--- config.mk ---
export PLATFORM = sky130hd
export DESIGN_NAME = ctrl_regs
export DESIGN_NICKNAME = d
export VERILOG_FILES = /design/src/common/soc_bus_pkg.sv /design/src/common/soc_map_pkg.sv /design/src/verilog/ctrl_regs.sv
export SDC_FILE = /design/constraint.sdc
export NUM_CORES = 1
export LEC_CHECK = 0
export BUFFER_PORTS_ARGS = -buffer_cell sky130_fd_sc_hd__buf_2
export CORE_AREA = 8 8 151 125
export CTS_BUF_LIST = sky130_fd_sc_hd__clkbuf_16
export CTS_CLUSTER_SIZE = 12
export DETAILED_ROUTE_END_ITERATION = 10
export DIE_AREA = 0 0 159 133
export PLACE_DENSITY = 0.87
export RECOVER_POWER = 25
export SKIP_LAST_GASP = 1
export SYNTH_ARGS = -nofsm -noshare
export SYNTH_HDL_FRONTEND = slang
export SYNTH_SLANG_ARGS = --single-unit
--- constraint.sdc ---
create_clock -name clk_i -period 1.8 [get_ports clk_i]
set_input_delay 0.09 -clock clk_i [delete_from_list [all_inputs] [get_ports clk_i]]
set_output_delay 0.09 -clock clk_i [all_outputs]
set_load 0.02 [all_outputs]
--- src/common/soc_bus_pkg.sv ---
// Internal bus widths and the request and response structs
// Bridge state encoding and the byte merge helper for byte-enabled writes

package soc_bus_pkg;

  localparam int unsigned AddrWidth = 64;
  localparam int unsigned DataWidth = 64;
  localparam int unsigned StrbWidth = DataWidth / 8;

  typedef struct packed {
    logic                 valid;
    logic                 we;
    logic [AddrWidth-1:0] addr;
    logic [StrbWidth-1:0] be;
    logic [DataWidth-1:0] wdata;
  } bus_req_t;

  typedef struct packed {
    logic                 valid;
    logic [DataWidth-1:0] rdata;
  } bus_rsp_t;

  typedef enum logic [2:0] {
    IDLE,
    SEND_WRITE,
    WAIT_WRITE,
    SEND_READ,
    WAIT_READ
  } sba_state_e;

  // Replace only the bytes whose enable is set
  function automatic logic [DataWidth-1:0] byte_merge(input logic [DataWidth-1:0] old_data,
                                                      input logic [DataWidth-1:0] new_data,
                                                      input logic [StrbWidth-1:0] be);
    logic [DataWidth-1:0] merged;
    merged = old_data;
    for (int b = 0; b < StrbWidth; b++) begin
      if (be[b]) begin
        merged[b*8 +: 8] = new_data[b*8 +: 8];
      end
    end
    return merged;
  endfunction

endpackage

--- src/common/soc_map_pkg.sv ---
// SoC memory map: region bases and lengths, decoded targets
// Control register offsets and the L2 depth

package soc_map_pkg;

  typedef enum logic [1:0] {
    L2MEM,
    CTRL,
    DEBUG,
    NONE
  } target_e;

  // DRAM region, backed by the L2 SRAM
  localparam logic [63:0] DramBase    = 64'h8000_0000;
  localparam logic [63:0] DramLength  = 64'h4000_0000;

  localparam logic [63:0] CtrlBase    = 64'hD000_0000;
  localparam logic [63:0] CtrlLength  = 64'h1000;

  // Debug module window, forwarded off-chip
  localparam logic [63:0] DebugBase   = 64'h0000_0000;
  localparam logic [63:0] DebugLength = 64'h1000;

  localparam int unsigned L2NumWords  = 256;

  localparam logic [63:0] CtrlExitOffset  = 64'h0;
  localparam logic [63:0] CtrlCntEnOffset = 64'h8;

endpackage

--- src/verilog/ctrl_regs.sv ---
// Control registers: exit code and hardware counter enable
// Byte-enabled writes, read-back with one-cycle response

`timescale 1ns/100ps

module ctrl_regs (
  input  logic                  clk_i,
  input  logic                  rst_ni,
  input  soc_bus_pkg::bus_req_t req_i,
  output soc_bus_pkg::bus_rsp_t rsp_o,
  output logic [63:0]           exit_o,
  output logic [63:0]           hw_cnt_en_o
);
  import soc_bus_pkg::*;
  import soc_map_pkg::*;

  logic [63:0]          offset;
  logic [63:0]          exit_q;
  logic [63:0]          cnt_en_q;
  logic [DataWidth-1:0] rdata_q;
  logic                 valid_q;

  assign offset = req_i.addr - CtrlBase;

  always_ff @(posedge clk_i or negedge rst_ni) begin
    if (!rst_ni) begin
      exit_q   <= '0;
      cnt_en_q <= '0;
      valid_q  <= 1'b0;
    end else begin
      valid_q <= req_i.valid;
      if (req_i.valid && req_i.we) begin
        // Unused offsets are ignored
        if (offset == CtrlExitOffset) exit_q <= byte_merge(exit_q, req_i.wdata, req_i.be);
        if (offset == CtrlCntEnOffset) cnt_en_q <= byte_merge(cnt_en_q, req_i.wdata, req_i.be);
      end
    end
  end

  always_ff @(posedge clk_i) begin
    if (req_i.valid) begin
      if (!req_i.we && offset == CtrlExitOffset) rdata_q <= exit_q;
      else if (!req_i.we && offset == CtrlCntEnOffset) rdata_q <= cnt_en_q;
      else rdata_q <= '0;
    end
  end

  assign rsp_o       = '{valid: valid_q, rdata: rdata_q};
  assign exit_o      = exit_q;
  assign hw_cnt_en_o = cnt_en_q;

endmodule

# After elaboration in Yosys (flattened, before gate mapping)
# Index checks and enable logic that the tools add are counted.
[word_totals]
register_bits = 193
out_inout_bits = 193
word_cells = 43
[op_classes]
addsub = 1
eq_ne = 1
n_mux = 2
n_reduce_logical = 21
[op_table]
columns = ["op", "n"]
rows = [
  ["2-to-1 mux 64 bit", 2],
  ["== test 64 x 4 -> 1 bit, second input constant", 1],
  ["zero test 64 bit", 1],
  ["subtractor 64 x 32 -> 64 bit, second input constant", 1],
  ["AND reduction 3 bit", 16],
  ["logical AND 1 bit", 3],
  ["zero test 1 bit", 1],
]

# Longest topological paths before layout
# Gate-level depths: netlist of run 1.
[logic_depth]
ltp_word = 5
depth_mapped = 9

# Worst setup path after synthesis of run 1
# No wires, ideal clock.
[synth_timing]
path_type = "input to register"
from = "input req_i[108] (netlist name)"
to = "register exit_q[24], in the netlist exit_o[24]"
arrival_ps = 3009
required_ps = 1675
slack_ps = -1333
stages = 8
n_path_buf = 2
cell_sequence = "or4_1 > or4b_1 > buf_2 > nor4_4 > o2111ai_4 > buf_4 > nor4_4 > mux2_2"
[synth_via]
elab_chain_len = 3
[synth_lines]
columns = ["element", "line", "source"]
rows = [
  ["from (decl)", "ctrl_regs.sv:9", "input soc_bus_pkg::bus_req_t req_i,"],
  ["subtractor 64 x 32 -> 64 bit", "ctrl_regs.sv:23", "assign offset = req_i.addr - CtrlBase;"],
  ["zero test 64 bit", "ctrl_regs.sv:34", "if (offset == CtrlExitOffset) exit_q <= byte_merge(exit_q, req_i.wdata, req_i.be);"],
  ["AND reduction 3 bit (no line)", "--", ""],
  ["to (signal assigned)", "ctrl_regs.sv:34", ""],
  ["to (decl)", "ctrl_regs.sv:18", "logic [63:0] exit_q;"],
]
# No other way between the ends.
# A chain may end at the register's enable or synchronous reset.

# Final worst setup path of run 1
[layout_timing]
from = "input req_i[88] (netlist name)"
to = "register rdata_q[29], data pin"
[layout_via]
elab_chain_len = 5
elab_cells_between_ends = 7
classes_between = "add/sub (1); eq/ne (1); mux (2); reduce/logical (3)"
[layout_lines]
columns = ["element", "line", "source"]
rows = [
  ["subtractor 64 x 32 -> 64 bit *", "ctrl_regs.sv:23", ""],
  ["== test 64 x 4 -> 1 bit", "ctrl_regs.sv:43", "else if (!req_i.we && offset == CtrlCntEnOffset) rdata_q <= cnt_en_q;"],
  ["logical AND 1 bit", "ctrl_regs.sv:43", ""],
  ["2-to-1 mux 64 bit", "ctrl_regs.sv:43", ""],
  ["2-to-1 mux 64 bit *", "ctrl_regs.sv:42", "if (!req_i.we && offset == CtrlExitOffset) rdata_q <= exit_q;"],
  ["to (signal assigned)", "ctrl_regs.sv:42", ""],
  ["to (signal assigned)", "ctrl_regs.sv:43", ""],
  ["to (decl)", "ctrl_regs.sv:20", "logic [DataWidth-1:0] rdata_q;"],
]
# Mark *: on every way between the ends. The rest lies on a longest branch, timed or not.

==> results of run 1 <==
[cells by family after synthesis]
family	count (synthesis)	synth area share [%]
muxes	193	24.54
buffers and inverters	24	1.262
AOI/OAI and AO/OA	18	1.865
DFF	193	60.42
xor gates and xnor gates	2	0.2056
and+or+nand+nor	147	11.70
[cells in the mapped netlist, types with 2 or more instances]
cell / n
nand3_1: 11
or2_2: 4
dfrtp_1: 129
o31a_1: 2
nand4_1: 10
o21ai_0: 2
nor4_4: 17
o22ai_1: 2
mux2i_1: 65
or4b_2: 2
nor2_1: 70
buf_1: 3
a21oi_1: 2
nand2b_1: 4
clkbuf_1: 15
edfxtp_1: 64
mux2_2: 121
mux2_1: 7
buf_2: 2
or4_1: 3
nor4_1: 12
nand2_1: 3
nor3_1: 4
buf_4: 2
[routing by layer]
layer	track usage, %	wire length [um]	share of wire [%]	up-vias
met5	0	0	0	-
met4	9.205	634	2.2	0
met3	6.851	2049	7.0	44
met2	47.23	15470	53	321
met1	28.08	10980	38	3508
li1	-	-	-	3099
[state kept, by name, summed over array words and instances, names as in the netlist]
register     count
exit_o          64
hw_cnt_en_o     64
rdata_q         64
valid_q          1
[cell type report]
type	count	area, um^2
fillers	900	3303
diodes	4	10.01
multi-input cells	360	3807
clock inverters	15	140.1
clock buffers	17	425.4
well taps	220	275.3
inverters	1	3.754
repair buffers	474	3176
flip-flops and latches	193	5150
[metrics by stage]
stage          power [mW]  TNS, ns  util (%)
3_5_place_dp        5.429  -243.79     67.95
4_1_cts             9.131  -123.10     77.70
2_1_floorplan       4.976  -194.63         -
6_report            9.146  -128.05     79.72
3_3_place_gp        5.411  -232.95     67.95
5_1_grt             9.404  -138.82     79.72
[repair_timing]
item,CTS,global route
endpoints found under the hold margin,257,0
hold buffers,65,0
gates resized for setup,59,84
setup endpoints to repair,192,192
pin swaps,7,14
gates cloned,2,1
buffers inserted,7,2
[report_power, final]
group	internal (mW)	leakage [nW]	total (mW)	switching (mW)
clock network	1.93	0.272	3.66	1.73
logic	0.385	3.75	0.860	0.475
registers	4.61	2.41	4.63	0.0241
total	6.92	6.43	9.15	2.23
[final timing paths]
path	from	to	slack (ns)
worst max-delay path	req_i[88]	rdata_q[29]	-0.80
worst min-delay path	req_i[70]	hw_cnt_en_o[51]	0.31
worst max register to register	hw_cnt_en_o[30]	rdata_q[30]	0.82
worst min register to register	exit_o[0]	exit_o[0]	0.53
max in group asynchronous	rst_ni	exit_o[58]	0.43
min in group asynchronous	rst_ni	exit_o[7]	0.46
[tightest hold or removal path: stages]
cell,delay (ns)
buf_2,0.11
nand3_1,0.12
nor4_4,0.06
buf_12,0.14
mux2_4,0.19
==> impl_metrics.tcl, run 1 <==
set metrics [dict create \
    antenna_found_initial 3 \
    ant_nets 0 \
    drive_above_1_share_pct 56.98 \
    layout_commonest_cell "buf_2" \
    setup_viol 192 \
    drc 0 \
    yosysTopAreaCellShare_pct 37.87 \
    synth_edf_count 64 \
    final_area_mm2 0.01299 \
    grt_max_degree 130 \
    nets 1187 \
    core_mm2 0.01629 \
    arrival_ns 2.85 \
    rsz0062_at_grt "yes" \
    hold_viol_final 0 \
    avgSynthCellArea_um2 14.77 \
    power_density_mw_per_mm2 704.2 \
    overflow 0 \
    slew_headroom_pct 17.35 \
    hold_depth 5 \
    insertion_delay_ns 0.43 \
    worst_slew_pin_slew_ns 1.240 \
    cts_buffers 17 \
    grtUsageTotal_pct 25.68 \
    syn-cell-area_mm2 0.008523 \
    critPathBufInv 3 \
    cp_num_cells 9 \
    yosys-top-cells-area "dfrtp_1, edfxtp_1, mux2_2" \
    postPlaceCellArea_mm2 0.01107 \
    final_cells 1284 \
    startpoint_type "input port" \
    ys_ff_latch 193 \
    most-common-layout-cells "buf_2, dfrtp_1, mux2_4, mux2i_1, dlygate4sd3_1" \
    floorplan.initialDensity_pct 52.32 \
    wirelength_um 29130 \
    worstPathRequired_ns 2.05 \
    holdWs_ns 0.3082 \
    grt_pass1_wl_um 43130 \
    place_hpwl_um 19110 \
    placed_cells 1171 \
    num_vias 6972 \
    vias_per_cell 5.430 \
    maxSlewViolCount 0 \
    clk_pin_slew_ns 0.07 \
    leakage_nw 6.435 \
    ys_seq_area_share_pct 60.42 \
    path_cells "buf_2 > nor4_1 > buf_4 > nand2_1 > or4b_2 > a2111o_1 > or4b_4 > buf_12 > nor2_1" \
    wl_per_cell_um 22.69 \
    fin_crit_ns 2.598 \
    status "finished, violations left" \
    crit_path_max_fanout 18 \
    fin_ws_ns -0.7980 \
    gp_congestion 0.8414 \
    dp_slack_ns -1.358 \
    grt_pass1_vias 7660 \
    fmax_mhz 384.9 \
    die_height_um 133 \
    cap_viol_max_count 0 \
    first_pass_iters 5 \
    syn-num-nets 717 \
    io_pins 333 \
    rows 42 \
    cts_max_level 4 \
    cp-end-kind "register" \
    dieArea_mm2 0.02115 \
    max_stage_delay_ns 0.65 \
    r2r_cells 2 \
    async_reset_ff_share_pct 66.84 \
    die_w_um 159 \
    hp-class "in -> reg" \
    cts_tree "built" \
    crit_family "simple AND/OR/NAND/NOR gates" \
    violations "setup timing" \
    cts_buffer_depth 2 \
    ys_types 45 \
    area_delta_synth_final_pct 52.38 \
    synth_top_area_cell "dfrtp_1" \
    clock-root-buffer "clkbuf_16" \
    postSynthCellCount 577 \
    finalCritPeriodShare_pct 144.3 \
    ir_drop_mv 0.6551 \
    worstSetupPathType "in -> reg" \
    skew_ns 0.008151 \
    drtIter0Drc 378 \
    io_buffers 332 \
    cts_num_sinks 193 \
    synth_ff_type "dfrtp_1" \
    yosys_warnings 0 \
    critPathSlowestCell "or4b_4" \
]
Power figures use the tool's default switching activity.
==> run 2: changes to the inputs <==
--- a/config.mk
+++ b/config.mk
@@ -6,12 +6,12 @@
 export NUM_CORES = 1
 export LEC_CHECK = 0
 export BUFFER_PORTS_ARGS = -buffer_cell sky130_fd_sc_hd__buf_2
-export CORE_AREA = 8 8 151 125
-export CTS_BUF_LIST = sky130_fd_sc_hd__clkbuf_16
+export CORE_AREA = 8 8 149 123
+export CTS_BUF_LIST = sky130_fd_sc_hd__clkbuf_4
 export CTS_CLUSTER_SIZE = 12
 export DETAILED_ROUTE_END_ITERATION = 10
-export DIE_AREA = 0 0 159 133
-export PLACE_DENSITY = 0.87
+export DIE_AREA = 0 0 157 131
+export PLACE_DENSITY = 0.89
 export RECOVER_POWER = 25
 export SKIP_LAST_GASP = 1
 export SYNTH_ARGS = -nofsm -noshare
==> run 2 against run 1 <==
  * The run still ends with setup timing left
  * Sequential power about the same
  * Sequential cell count unchanged
  * First-iteration DRC count down 4.5%
  * Non-clock buffer count down 6
  * Combinational power about the same
  * Register-to-register slack lost 0.03 ns
  * Worst hold slack got worse by 0.16 ns
  * Clock skew increased by 0.015 ns
  * Global-route usage rose by 0.79 points
  * Critical endpoint is now rdata_q[43]
  * Highest routed layer unchanged
==> impl_metrics.tcl, run 2 (synthesis results as in run 1) <==
set metrics [dict create \
    power_density_mw_per_mm2 617.4 \
    num_vias 7009 \
    startpoint_type "input port" \
    cts_tree "built" \
    final_util_pct 76.92 \
    io_pins 333 \
    cts_max_level 4 \
    die_height_um 131 \
    grt_pass1_vias 7510 \
    clock-root-buffer "clkbuf_4" \
    total_power_mw 7.612 \
    insertion_delay_ns 0.58 \
    fin_crit_ns 2.397 \
    io_buffers 332 \
    violations "setup timing" \
    worstSetupPathType "in -> reg" \
    gp_congestion 0.8218 \
    setup_viol 192 \
    antenna_found_initial 8 \
    arrival_ns 2.72 \
    max_stage_delay_ns 0.60 \
    maxSlewViolCount 0 \
    drtIter0Drc 361 \
    core_mm2 0.01603 \
    drive_above_1_share_pct 55.50 \
    crit_path_max_fanout 31 \
    rows 42 \
    clk_pin_slew_ns 0.16 \
    hp-class "in -> reg" \
    cts_buffers 17 \
    critPathSlowestCell "or4b_4" \
    overflow 0 \
    cp-end-kind "register" \
    rsz0062_at_grt "yes" \
    place_hpwl_um 19250 \
    status "finished, violations left" \
    worstPathRequired_ns 2.12 \
    dieArea_mm2 0.02057 \
    area_delta_synth_final_pct 44.64 \
    cts_num_sinks 193 \
    floorplan.initialDensity_pct 53.18 \
    ir_drop_mv 0.3482 \
    finalCritPeriodShare_pct 133.2 \
    cap_viol_max_count 0 \
    fin_ws_ns -0.5972 \
    grt_max_degree 47 \
    path_cells "buf_2 > or4_4 > or4b_4 > or4_1 > nand4_1 > buf_12 > or4b_4 > buf_12 > nor2_1" \
    most-common-layout-cells "buf_2, dfrtp_1, mux2_2, nor2_1, dlygate4sd3_1" \
    fmax_mhz 417.2 \
    wl_per_cell_um 21.90 \
    hold_viol_final 0 \
    skew_ns 0.02276 \
    layout_commonest_cell "buf_2" \
    nets 1181 \
    cts_buffer_depth 2 \
    wirelength_um 28120 \
    leakage_nw 6.194 \
    slew_headroom_pct 25.36 \
    vias_per_cell 5.459 \
    die_w_um 157 \
    grtUsageTotal_pct 26.47 \
    worst_slew_pin_slew_ns 1.120 \
    ant_nets 0 \
    grt_pass1_wl_um 41230 \
    drc 0 \
    first_pass_iters 5 \
]
[run 2: cell count changes in the layout (fill, tap and decap cells not counted), sizes merged]
cell,change
buf,-8
diode,+6
clkbuf,+2
dlygate4sd3,+2
bufinv,-1
inv,-1
[run 2: worst paths after layout]
check | slack, ns | start | depth (start not counted) | end
worst max-delay path | -0.60 | req_i[109] | 9 | rdata_q[43]
worst min-delay path | 0.15 | req_i[65] | 5 | exit_o[15]
worst max register to register | 0.79 | hw_cnt_en_o[29] | 2 | rdata_q[29]
worst min register to register | 0.55 | exit_o[11] | 1 | exit_o[11]
max in group asynchronous | 0.35 | rst_ni | 3 | exit_o[40]
min in group asynchronous | 0.50 | rst_ni | 3 | hw_cnt_en_o[21]
[run 2: layout make-up]
cell class                      instances  area (um^2)
Fill cell                             924         3700
Sequential cell                       193         5150
Tap cell                              220        275.3
Timing Repair Buffer                  468         3104
Inverter                                1        3.754
Clock inverter                         13        107.6
Antenna cell                           10        25.02
Clock buffer                           19        142.6
Multi-Input combinational cell        360         3520
[run 2: critical path, delay by kind of cell]
kind                   cells  cell delay, ns
buffers and inverters      3            0.51
AND/OR/NAND/NOR            6            2.08
[run 2: stage by stage]
stage | TNS (ns) | cells | hold WS, ns | area (um^2) | worst slack [ns]
6_report | -105.03 | 1284 | 0.1452 | 12330 | -0.5972
5_1_grt | -103.23 | 1282 | 0.09382 | 12320 | -0.5918
4_1_cts | -87.53 | 1270 | -0.2767 | 12140 | -0.5244
3_5_place_dp | -233.50 | 1169 | -0.004080 | 11100 | -1.257
3_3_place_gp | -224.40 | 1169 | -0.0005006 | 11100 | -1.197
2_1_floorplan | -194.63 | 577 | -0.2056 | 8685 | -1.128
[run 2: what timing repair did]
item                                    in CTS  in global routing
hold endpoints to repair                   260                  2
endpoints found under the setup margin     192                192
pin swaps                                    5                 14
gates cloned                                 1                  1
hold buffers                                66                  1
gates resized for setup                     19                 42
buffers inserted                             8                  7
[run 2: power by group]
| part | internal (mW) | switching (mW) |
|---|---|---|
| clock | 0.603 | 1.52 |
| sequential | 4.61 | 0.0213 |
| combinational | 0.384 | 0.476 |
[run 2: layer usage]
| metal | track usage (%) | up-vias | part of all wire [%] |
|---|---|---|---|
| met4 | 12.35 | 0 | 3.8 |
| met3 | 6.936 | 72 | 7.4 |
| met2 | 47.37 | 381 | 52 |
| li1 | - | 3110 | - |
| met1 | 29.24 | 3446 | 37 |
| met5 | 0 | - | 0 |
==> run 3: changes to the inputs <==
--- a/config.mk
+++ b/config.mk
@@ -17,3 +17,4 @@
 export SYNTH_ARGS = -nofsm -noshare
 export SYNTH_HDL_FRONTEND = slang
 export SYNTH_SLANG_ARGS = --single-unit
+export TNS_END_PERCENT = 50
==> run 3 against run 2 <==
  * The run still ends with setup timing left
  * Sequential share of layout area is 0.94 points lower
  * Routed wire length is 2.9% higher
  * Non-clock buffer count is 10 higher
  * Sequential power hardly changed
  * Clock power is 27% higher
  * Design area is 2.3% higher
  * Critical path depth is 2 higher
  * Via count is 0.41% higher
  * Combinational power hardly changed
  * Critical path type unchanged
  * Highest routed layer unchanged
==> impl_metrics.tcl, run 3 (synthesis results as in run 1) <==
set metrics [dict create \
    r2r_cells 2 \
    core_mm2 0.01603 \
    postPlaceCellArea_mm2 0.01102 \
    most-common-layout-cells "buf_2, dfrtp_1, mux2_4, nor2_1, dlygate4sd3_1" \
    final_cells 1293 \
    r2r_start "hw_cnt_en_o[37]" \
    total_power_mw 8.192 \
    vias_per_cell 5.443 \
    max_stage_delay_ns 0.55 \
    cts_buffers 17 \
    hp-class "in -> reg" \
    skew_ns 0.01850 \
    worst_slew_pin_slew_ns 1.108 \
    clock-root-buffer "clkbuf_4" \
    final_area_mm2 0.01261 \
    cts_tree "built" \
    cp-end-kind "register" \
    critPathSlowestCell "or4b_4" \
    path_cells "buf_6 > or4_4 > or4b_4 > buf_6 > buf_4 > o22ai_4 > o31ai_4 > buf_12 > nor4_4 > buf_12 > mux2_4" \
    place_hpwl_um 19640 \
    holdPathEnd "exit_o[24]" \
    area_delta_synth_final_pct 47.97 \
    grtUsageTotal_pct 26.69 \
    placed_cells 1164 \
    power_density_mw_per_mm2 649.5 \
    startpoint_type "input port" \
    worstHoldStart "req_i[67]" \
    layout_commonest_cell "buf_2" \
    cts_buffer_depth 2 \
    fin_crit_ns 2.381 \
    overflow 0 \
    insertion_delay_ns 0.59 \
    cap_viol_max_count 0 \
    finalCritPeriodShare_pct 132.3 \
    floorplan.initialDensity_pct 53.18 \
    num_vias 7038 \
    clk_pin_slew_ns 0.19 \
    drc 0 \
    die_height_um 131 \
    rsz0062_at_grt "yes" \
    io_buffers 332 \
    antenna_found_initial 9 \
    rows 42 \
    grt_pass1_wl_um 41790 \
    crit_path_max_fanout 8 \
    violations "setup timing" \
    cts_max_level 4 \
    die_w_um 157 \
    cts_num_sinks 193 \
    r2r_slack_ns 0.81 \
    final_util_pct 78.69 \
    ir_drop_mv 0.6514 \
    r2r_end "rdata_q[37]" \
    status "finished, violations left" \
    io_pins 333 \
    slew_headroom_pct 26.16 \
    fill_cells 886 \
    grt_pass1_vias 7600 \
    worstPathRequired_ns 2.30 \
    dieArea_mm2 0.02057 \
    first_pass_iters 5 \
    leakage_nw 6.324 \
    fin_ws_ns -0.5808 \
    hold_viol_final 0 \
    nets 1191 \
    fmax_mhz 420.0 \
    hold_depth 5 \
    grt_max_degree 81 \
    ant_nets 0 \
    gp_congestion 0.8401 \
    drtIter0Drc 424 \
    wirelength_um 28950 \
    maxSlewViolCount 0 \
    setup_viol 192 \
    arrival_ns 2.88 \
    wl_per_cell_um 22.39 \
    worstSetupPathType "in -> reg" \
    drive_above_1_share_pct 56.20 \
]
-- run 3: changes by cell type in the layout (fill, tap and decap cells not counted), sizes merged --
cell	previous run	this run
bufinv	0	3
inv	4	7
diode	10	9
clkinv	8	5
clkinvlp	2	1
clkbuf	26	20
buf	394	408
-- run 3: power breakdown --
| part | internal, mW | switching, mW | total, mW |
|---|---|---|---|
| Clock | 1.04 | 1.66 | 2.70 |
| Combinational | 0.388 | 0.471 | 0.859 |
| Sequential | 4.61 | 0.0243 | 4.63 |
| Total | 6.04 | 2.16 | 8.19 |
-- run 3: worst max path at each step --
| stage | slack (ns) | depth (start not counted) | endpoint | start |
|---|---|---|---|---|
| 2_1_floorplan | -1.13 | 8 | exit_o[24] | req_i[108] |
| 3_5_place_dp | -1.41 | 8 | hw_cnt_en_o[61] | req_i[108] |
| 6_report | -0.58 | 11 | exit_o[34] | req_i[111] |
| 3_3_place_gp | -1.33 | 8 | hw_cnt_en_o[21] | req_i[108] |
| 4_1_cts | -0.60 | 10 | hw_cnt_en_o[38] | req_i[111] |
| 5_1_grt | -0.61 | 10 | exit_o[49] | req_i[111] |
-- run 3: area by class of cell --
class,instances,area (um^2),share of cell area [%]
sequential,193,5150,40.83
multi-input combinational,360,3649,28.93
timing repair buffer,478,3163,25.08
tap,220,275.3,2.183
clock inverter,15,221.5,1.756
clock buffer,17,127.6,1.012
antenna,9,22.52,0.1786
inverter,1,3.754,0.02976
-- run 3: what timing repair did --
item	4_1_cts	5_1_grt
setup buffers	15	5
endpoints found under the hold margin	265	0
endpoints found under the setup margin	192	192
pin swaps	12	2
gates resized for setup	9	87
gates cloned	1	0
hold buffers	67	0
-- run 3: through the flow --
| step | hold slack [ns] | TNS [ns] | setup slack (ns) |
|---|---|---|---|
| finish | 0.1197 | -100.22 | -0.5808 |
| global route | 0.08211 | -104.48 | -0.6141 |
| CTS | 0.03422 | -95.95 | -0.5976 |
| detailed placement | 0.1066 | -244.75 | -1.406 |
| global placement | 0.09673 | -236.91 | -1.333 |
| floorplan | -0.2056 | -195.85 | -1.128 |
-- run 3: critical path: cells and delay by family --
kind                   cells  cell delay [ns]
AND/OR/NAND/NOR            3             1.42
AO/OA/AOI/OAI              2             0.30
buffers and inverters      5             0.72
multiplexers               1             0.32
-- run 3: routing by layer --
| layer | up-vias | track usage, % | part of all wire [%] |
|---|---|---|---|
| met5 | - | 0 | 0 |
| met1 | 3514 | 28.28 | 36 |
| met4 | 0 | 10.15 | 2.5 |
| li1 | 3110 | - | - |
| met2 | 359 | 49.57 | 53 |
| met3 | 55 | 7.890 | 8.0 |
